**src/hdl/frontend_pkg.sv**
```systemverilog
// single-issue front end only; 3-bit tags wrap at 8, so a fetched word must not outlive 8 redirects
`default_nettype none

package frontend_pkg;

    localparam int unsigned xlen      = 32;  // address and instruction width
    localparam int unsigned tag_width = 3;   // fetch tag, wraps modulo 8

    // reason for a pc reload, also used as the redirect opcode
    typedef enum logic [1:0] {
        cause_none = 2'd0,  // sequential flow
        cause_jump = 2'd1,  // branch or jump from execute
        cause_trap = 2'd2,  // exception or interrupt ack, goes to mtvec
        cause_mret = 2'd3   // machine return, goes to mepc
    } redirect_cause_e;

    typedef enum logic [0:0] {
        st_run   = 1'b0,  // redirects accepted
        st_drain = 1'b1   // fetch held after trap or mret
    } ctrl_state_e;

    // redirect from controller to fetch
    typedef struct packed {
        logic            valid;   // taken this cycle
        redirect_cause_e cause;   // why
        logic [xlen-1:0] target;  // new pc
    } redirect_t;

    // read request toward instruction memory
    typedef struct packed {
        logic [xlen-1:0]      addr;  // pc on the bus
        logic [tag_width-1:0] tag;   // tag of the word coming back
    } fetch_req_t;

    // tagged instruction word toward decode
    typedef struct packed {
        logic [xlen-1:0]      pc;     // address it came from
        logic [xlen-1:0]      instr;  // raw memory word
        logic [tag_width-1:0] tag;    // path it belongs to
    } fetch_word_t;

endpackage

`default_nettype wire

```
**src/hdl/drain_timer.sv**
```systemverilog
// drain_cycles must lie in 1..15 to fit the 4-bit count; reloading while counting is an error
`default_nettype none

module drain_timer #(
    parameter int unsigned drain_cycles = 3
) (
    input  logic       clk,
    input  logic       reset,
    input  logic       load_i,
    output logic [3:0] count_o,
    output logic       done_o
);

    logic [3:0] count_q;  // held cycles still to go

    always_ff @(posedge clk) begin
        if (reset) begin
            count_q <= '0;
        end else if (load_i) begin
            count_q <= 4'(drain_cycles);  // start of drain
        end else if (count_q != '0) begin
            count_q <= count_q - 4'd1;
        end
    end

    assign count_o = count_q;
    assign done_o  = (count_q == 4'd1);  // last held cycle, hits zero at this edge

    // controller may only start a drain once the previous one is over
    a_no_reload: assert property (@(posedge clk) disable iff (reset)
        load_i |-> count_q == '0)
        else $error("drain timer loaded while still counting");

endmodule

`default_nettype wire

```
**src/hdl/redirect_ctrl.sv**
```systemverilog
// mret beats trap beats jump; requests seen during a drain are dropped, never queued
`default_nettype none

module redirect_ctrl import frontend_pkg::*; #(
    parameter int unsigned drain_cycles = 3
) (
    input  logic            clk,
    input  logic            reset,
    input  logic            jump_i,
    input  logic [xlen-1:0] jump_target_i,
    input  logic            exception_raised_i,
    input  logic            interrupt_ack_i,
    input  logic            machine_return_i,
    input  logic [xlen-1:0] mtvec_i,
    input  logic [xlen-1:0] mepc_i,
    input  logic            timer_done_i,
    output logic            timer_load_o,
    output redirect_t       redirect_o,
    output logic            drain_hold_o,
    output ctrl_state_e     state_o
);

    ctrl_state_e     state_q;
    ctrl_state_e     state_d;
    logic            sel_mret;  // ranked request selects
    logic            sel_trap;
    logic            sel_jump;
    redirect_cause_e cause;

    // priority ranking, only while running
    always_comb begin
        sel_mret = 1'b0;
        sel_trap = 1'b0;
        sel_jump = 1'b0;
        if (state_q == st_run) begin
            if (machine_return_i) begin
                sel_mret = 1'b1;
            end else if (exception_raised_i | interrupt_ack_i) begin
                sel_trap = 1'b1;  // exception and irq ack share mtvec
            end else if (jump_i) begin
                sel_jump = 1'b1;
            end
        end
    end

    always_comb begin
        cause = cause_none;
        if (sel_mret) begin
            cause = cause_mret;
        end else if (sel_trap) begin
            cause = cause_trap;
        end else if (sel_jump) begin
            cause = cause_jump;
        end
    end

    // redirect goes to fetch in the same cycle
    always_comb begin
        redirect_o.valid = (cause != cause_none);
        redirect_o.cause = cause;
        case (cause)
            cause_mret: redirect_o.target = mepc_i;
            cause_trap: redirect_o.target = mtvec_i;
            default:    redirect_o.target = jump_target_i;  // don't care when invalid
        endcase
    end

    assign timer_load_o = sel_mret | sel_trap;  // jumps never drain

    always_comb begin
        state_d = state_q;
        case (state_q)
            st_run: begin
                if (timer_load_o) begin
                    state_d = st_drain;
                end
            end
            st_drain: begin
                if (timer_done_i) begin
                    state_d = st_run;  // last held cycle
                end
            end
            default: state_d = st_run;
        endcase
    end

    always_ff @(posedge clk) begin
        if (reset) begin
            state_q <= st_run;
        end else begin
            state_q <= state_d;
        end
    end

    assign drain_hold_o = (state_q == st_drain);
    assign state_o      = state_q;

    a_quiet_drain: assert property (@(posedge clk) disable iff (reset)
        state_q == st_drain |-> !redirect_o.valid)
        else $error("redirect issued during drain");

    a_one_cause: assert property (@(posedge clk) disable iff (reset)
        $onehot0({sel_mret, sel_trap, sel_jump}))
        else $error("more than one redirect cause selected");

    // the timer must end the drain after exactly drain_cycles held cycles
    a_drain_len: assert property (@(posedge clk) disable iff (reset)
        timer_load_o |=> (state_q == st_drain) [*drain_cycles] ##1 (state_q == st_run))
        else $error("drain length differs from drain_cycles");

endmodule

`default_nettype wire

```
**src/hdl/fetch.sv**
```systemverilog
// assumes 1-cycle memory; under stall the bus re-shows the last issued pc so its word repeats
`default_nettype none

module fetch import frontend_pkg::*; #(
    parameter logic [xlen-1:0] start_address = '0
) (
    input  logic                 clk,
    input  logic                 reset,
    input  logic                 stall_i,
    input  logic                 hazard_i,
    input  logic                 hold_i,
    input  redirect_t            redirect_i,
    output fetch_req_t           mem_req_o,
    output logic [xlen-1:0]      issued_pc_o,
    output logic [tag_width-1:0] live_tag_o
);

    logic [xlen-1:0]      pc;
    logic [tag_width-1:0] next_tag;     // tag of the newest path
    logic [tag_width-1:0] current_tag;  // tag of issued_pc_o
    logic                 advance;
    logic                 bus_frozen;

    assign advance    = !hold_i;             // stall, hazard or drain
    assign bus_frozen = stall_i | hazard_i;  // memory must repeat its word

    // pc loop, redirect wins over hold
    always_ff @(posedge clk) begin
        if (reset) begin
            pc <= start_address;
        end else if (redirect_i.valid) begin
            pc <= redirect_i.target;
        end else if (advance) begin
            pc <= pc + xlen'(4);
        end
    end

    // lines up with the word memory returns next cycle
    always_ff @(posedge clk) begin
        if (advance) begin
            issued_pc_o <= pc;
        end
    end

    // tag calculator; next bumps on redirect, current follows when fetch moves
    always_ff @(posedge clk) begin
        if (reset) begin
            current_tag <= '0;
            next_tag    <= '0;
        end else if (redirect_i.valid) begin
            next_tag <= current_tag + tag_width'(1);  // back-to-back redirects bump once
        end else if (advance) begin
            current_tag <= next_tag;
        end
    end

    assign mem_req_o.addr = bus_frozen ? issued_pc_o : pc;  // keep the memory stage still
    assign mem_req_o.tag  = current_tag;
    assign live_tag_o     = next_tag;

endmodule

`default_nettype wire

```
**src/hdl/issue_filter.sv**
```systemverilog
// tag match is checked at output time, so a redirect drops words already in the register
`default_nettype none

module issue_filter import frontend_pkg::*; (
    input  logic                 clk,
    input  logic                 reset,
    input  logic                 stall_i,
    input  logic                 hazard_i,
    input  logic [xlen-1:0]      issued_pc_i,
    input  logic [tag_width-1:0] req_tag_i,
    input  logic [tag_width-1:0] live_tag_i,
    input  logic [xlen-1:0]      mem_rdata_i,
    output logic                 issue_valid_o,
    output fetch_word_t          issue_word_o
);

    fetch_word_t word_q;    // word with its pc and path tag
    logic        frozen;
    logic        primed_q;  // issued pc holds a real address
    logic        valid_q;   // word_q came from a real fetch

    assign frozen = stall_i | hazard_i;

    always_ff @(posedge clk) begin
        if (!frozen) begin
            word_q <= '{pc: issued_pc_i, instr: mem_rdata_i, tag: req_tag_i};
        end
    end

    // first capture after reset is garbage, skip it
    always_ff @(posedge clk) begin
        if (reset) begin
            primed_q <= 1'b0;
            valid_q  <= 1'b0;
        end else if (!frozen) begin
            primed_q <= 1'b1;
            valid_q  <= primed_q;
        end
    end

    assign issue_word_o  = word_q;
    assign issue_valid_o = valid_q & !frozen & (word_q.tag == live_tag_i);  // stale path dropped

    // each fetched word reaches decode once
    a_no_repeat: assert property (@(posedge clk) disable iff (reset)
        issue_valid_o && $past(issue_valid_o) |-> issue_word_o != $past(issue_word_o))
        else $error("same instruction word issued twice");

endmodule

`default_nettype wire

```
**src/hdl/frontend_top.sv**
```systemverilog
// memory must return the word for the previous cycle's address; drain_cycles in 1..15
`default_nettype none

module frontend_top import frontend_pkg::*; #(
    parameter logic [xlen-1:0] start_address = '0,
    parameter int unsigned     drain_cycles  = 3
) (
    input  logic            clk,
    input  logic            reset,
    input  logic            stall_i,
    input  logic            hazard_i,
    input  logic            jump_i,
    input  logic [xlen-1:0] jump_target_i,
    input  logic            exception_raised_i,
    input  logic            interrupt_ack_i,
    input  logic            machine_return_i,
    input  logic [xlen-1:0] mtvec_i,
    input  logic [xlen-1:0] mepc_i,
    output fetch_req_t      mem_req_o,
    input  logic [xlen-1:0] mem_rdata_i,
    output logic            issue_valid_o,
    output fetch_word_t     issue_word_o
);

    redirect_t            redirect;
    logic                 drain_hold;
    logic                 timer_load;
    logic                 timer_done;
    logic                 fetch_hold;
    logic [xlen-1:0]      issued_pc;
    logic [tag_width-1:0] live_tag;

    assign fetch_hold = drain_hold | stall_i | hazard_i;

    drain_timer #(
        .drain_cycles (drain_cycles)
    ) timer_i (
        .clk     (clk),
        .reset   (reset),
        .load_i  (timer_load),
        .count_o (),            // debug view only
        .done_o  (timer_done)
    );

    redirect_ctrl #(
        .drain_cycles (drain_cycles)
    ) ctrl_i (
        .clk                (clk),
        .reset              (reset),
        .jump_i             (jump_i),
        .jump_target_i      (jump_target_i),
        .exception_raised_i (exception_raised_i),
        .interrupt_ack_i    (interrupt_ack_i),
        .machine_return_i   (machine_return_i),
        .mtvec_i            (mtvec_i),
        .mepc_i             (mepc_i),
        .timer_done_i       (timer_done),
        .timer_load_o       (timer_load),
        .redirect_o         (redirect),
        .drain_hold_o       (drain_hold),
        .state_o            ()            // debug view only
    );

    fetch #(
        .start_address (start_address)
    ) fetch_i (
        .clk         (clk),
        .reset       (reset),
        .stall_i     (stall_i),
        .hazard_i    (hazard_i),
        .hold_i      (fetch_hold),
        .redirect_i  (redirect),
        .mem_req_o   (mem_req_o),
        .issued_pc_o (issued_pc),
        .live_tag_o  (live_tag)
    );

    issue_filter filter_i (
        .clk           (clk),
        .reset         (reset),
        .stall_i       (stall_i),
        .hazard_i      (hazard_i),
        .issued_pc_i   (issued_pc),
        .req_tag_i     (mem_req_o.tag),  // tag travels with issued_pc
        .live_tag_i    (live_tag),
        .mem_rdata_i   (mem_rdata_i),
        .issue_valid_o (issue_valid_o),
        .issue_word_o  (issue_word_o)
    );

endmodule

`default_nettype wire

```
**config.mk**
```make
export PLATFORM = sky130hd
export DESIGN_NAME = frontend_top
export DESIGN_NICKNAME = d
export VERILOG_FILES = /design/src/hdl/frontend_pkg.sv /design/src/hdl/drain_timer.sv /design/src/hdl/redirect_ctrl.sv /design/src/hdl/fetch.sv /design/src/hdl/issue_filter.sv /design/src/hdl/frontend_top.sv
export SDC_FILE = /design/constraint.sdc
export NUM_CORES = 1
export LEC_CHECK = 0
export ABC_AREA = 1
export BUFFER_PORTS_ARGS = -buffer_cell sky130_fd_sc_hd__buf_4
export CORE_ASPECT_RATIO = 1.2
export CORE_UTILIZATION = 50
export DETAILED_ROUTE_END_ITERATION = 6
export GPL_TIMING_DRIVEN = 0
export PLACE_DENSITY = 0.8
export SYNTH_ARGS = -nofsm -noshare
export SYNTH_HDL_FRONTEND = slang
export SYNTH_SLANG_ARGS = --single-unit
```
**constraint.sdc**
```tcl
create_clock -name clk -period 5.3 [get_ports clk]
set_clock_uncertainty 0.15 [all_clocks]
set_input_delay 0.53 -clock clk [delete_from_list [all_inputs] [get_ports clk]]
set_output_delay 0.53 -clock clk [all_outputs]
set_load 0.03 [all_outputs]
```
==> reports/results.tsv <==
stage	metric	value	unit
floorplanning	DIE WIDTH	108	µm
sta	max_slew headroom	38.2	%
setup_path	worst endpoint data arrival time	2.09	ns
grt	largest net degree at the start of global routing	42	
logic_synthesis	mean post-synth cell area	8.83	µm²
logic_synthesis	#FFs+latches synth	144	
logic_synthesis	synth top area cells	edfxtp_1 44%, nand2_1 14%, dfxtp_1 13%, nand3_1 4.1%, a21oi_1 3.8%	
setup_path	critical path class	in2out	
logic_synthesis	Synth Cell Area	6750	µm²
grt	GRT Total Usage	28.3	%
cells_and_area	share of cells above drive strength 1	30.9	%
logic_synthesis	top cell type's share of synthesized area	44.1	%
sta	min Tclk post-route	2.77	ns
logic_synthesis	Post-synth top cells	243 x nand2_1, 99 x edfxtp_1, 63 x nor2_1, 55 x nand3_1, 51 x a21oi_1	
setup_path	r2r endpoint	fetch_i.pc[24]	
power	peak supply drop	0.000218	V
place	IO Port Bufs	237	
status	status	finished clean	
grt	Remaining Overflow, GRT	0	
cells_and_area	fin nets	1162	
sta	highest clock rate	361	MHz
logic_synthesis	Syn. warnings	0	
clocking	htree depth	4	
setup_path	required time worst endpoint	4.62	ns
detailed_routing	Routed WL	19.4	mm
sta	Final Hold Viols	0	
logic_synthesis	register area share after synthesis	57.4	%
floorplanning	row cnt	46	
sta	RSZ-0062 raised after global routing	no	
cells_and_area	antenna diode count	0	
setup_path	CP Launch Type	input port	
sta	setup TNS	0	ns
logic_synthesis	Async S/R FF share, synth	0	%
clocking	CTS Buffer Depth	2	
flow_run	MaxCap Viol Count	0	
logic_synthesis	Post-synth EDFFs	99	
setup_path	Crit path largest cell delay	0.30	ns
logic_synthesis	synth unique cells	38	
setup_path	CP delay by family, top	buffers and inverters	
setup_path	worst-path maximum fanout	10	
setup_path	CP endpoint kind	output pin	
sta	Setup violations, final	0	
logic_synthesis	largest area contributor in the netlist	edfxtp_1	
place	Detail Placement HPWL	14.9	mm
setup_path	slowest CP cell	clkbuf_1	
power	switching power	857	µW
clocking	worst skew pair latency	0.41	ns
detailed_routing	Avg WL per Cell	16.1	µm
power	combinational share of power	19.2	%
grt	vias in the first global route	6044	
place	placed insts	1170	
setup_path	Worst Setup EP	mem_req_o[30]	
sta	post-route setup slack	2.53	ns
clocking	clk sink count	144	
setup_path	Levels on crit path	7	
floorplanning	number of I/O pins	239	
grt	initial antenna violation count	0	
clocking	setup repair bufs after CTS	0	
power	P_int	2.17	mW
clocking	Num CTS Buffers	17	
floorplanning	initial core utilization	51.2	%
min_path	Hold Crit Class	in2reg	
floorplanning	total core area	13200	µm²
setup_path	Worst Setup SP	stall_i	
power	Sw Ratio	28.3	%
setup_path	Reg-to-Reg Start	ctrl_i.drain_hold_o	
grt	first-pass GRT wire length	29.9	mm
floorplanning	die height	129	µm
sta	final worst-path cycle share	52.2	%
cells_and_area	fin cells	1202	
place	Placer Congestion	0.966	
logic_synthesis	syn_nets	905	
clocking	CTS resizes	0	
floorplanning	die area	14000	µm²
detailed_routing	Via density	5.31	
power	Clk pwr share	35.7	%
power	pwr/cell area	326	nW/µm²
detailed_routing	detailed-route DRC error count	0	
detailed_routing	vias post-DR	6379	
detailed_routing	Pre-antenna DRT Iters	5	
power	Tot Pwr	3.03	mW
setup_path	cells along the critical path	buf_4 > nor2_2 > inv_1 > clkbuf_1 > clkbuf_1 > o21ai_0 > buf_4	
setup_path	reg2reg path depth	7	
detailed_routing	ANT nets after route	0	
clocking	# hold bufs at CTS	0	
setup_path	Reg2Reg Setup Slack	3.16	ns
power	sequential share of power	45.1	%
logic_synthesis	Mapped Cells	764	
clocking	clk root buf	clkbuf_16	
setup_path	Buf/Inv on CP	5	
sta	Max Transition Viols Final	0	
logic_synthesis	ys flop type	edfxtp_1	
power	Pleak	4.04	nW
logic_synthesis	top-count cell post-synth	nand2_1	
clocking	clock slew at reported path FFs	0.06	ns
sta	worst-margin pin slew	0.928	ns
cells_and_area	area added between synthesis and finish	37.7	%
clocking	CTS tree	built	
detailed_routing	1st-iter DRT viols	374	
place	worst slack, placed	2.54	ns
==> cell type report <==
type | instances | area (µm²)
well taps | 168 | 210
fillers | 1090 | 3890
clock buffers | 24 | 462
plain buffers | 32 | 181
repair buffers | 238 | 1800
multi-input cells | 536 | 2500
flip-flops and latches | 144 | 3870
clock inverters | 8 | 67.6
inverters | 52 | 195
==> layer usage <==
layer / share of wire (%) / track usage (%)
met5: 0 / 0
met4: 3.7 / 14.9
met3: 8.2 / 6.14
met2: 50 / 49.0
met1: 38 / 32.6
==> sequential cells by signal, summed over array words and instances, names as in the netlist <==
register	cells
fetch_i.pc	32
filter_i.primed_q	1
fetch_i.current_tag	3
filter_i.issue_word_o	67
filter_i.valid_q	1
fetch_i.live_tag_o	3
timer_i.count_o	4
fetch_i.issued_pc_o	32
ctrl_i.drain_hold_o	1
==> worst min-delay path by stage <==
stage | slack (ns) | start | cells past startpoint | to
floorplan | 0.25 | fetch_i.pc[4] | 0 | fetch_i.issued_pc_o[4]
global placement | 0.26 | fetch_i.pc[4] | 0 | fetch_i.issued_pc_o[4]
detailed placement | 0.26 | fetch_i.pc[4] | 0 | fetch_i.issued_pc_o[4]
CTS | 0.13 | mem_rdata_i[15] | 1 | filter_i.issue_word_o[18]
global route | 0.13 | mem_rdata_i[20] | 1 | filter_i.issue_word_o[23]
finish | 0.14 | mem_rdata_i[13] | 1 | filter_i.issue_word_o[16]
==> per-stage QoR <==
step                      hold WS (ns)  cell area [µm²]  utilization, %
after floorplan                  0.253             6750               -
after global placement           0.256             8740            66.3
after CTS                        0.129             9290            70.5
after global routing             0.126             9290            70.5
after detailed placement         0.262             8760            66.5
final                            0.143             9290            70.5
==> cells by family after synthesis <==
logic type                 count (synthesis)  share of synthesized area (%)
and+or+nand+nor                          400                           25.2
DFF                                      144                           57.4
adders and majority gates                  5                          0.927
buffers and inverters                     84                           5.53
AOI/OAI and AO/OA                        118                           9.27
xor gates and xnor gates                  13                           1.69
==> power groups by stage <==
stage	logic [mW]	registers, mW	clock network [mW]
final	0.581	1.37	1.08
after global routing	0.629	1.38	1.13
after CTS	0.577	1.36	1.09
after detailed placement	0.574	1.39	0
after global placement	0.565	1.39	0
after floorplan	0.281	1.42	0
==> cell usage in the layout, fill, tap and decap left out, types with 6 or more instances in the layout <==
cell type  synthesis  layout
clkbuf_16          0      17
buf_2             13      13
edfxtp_1          99      99
nand3_1           55      55
nor2_1            63      63
clkbuf_1          10      15
nand4_1            8       8
dfxtp_1           45      45
nor2_2            11      11
inv_2              9       9
nand2_1          243     243
a21oi_1           51      51
xor2_1             9       9
o21ai_0           50      50
buf_4              5     242
inv_1             42      42
clkinv_2           0       6
Power figures use the tool's default switching activity.
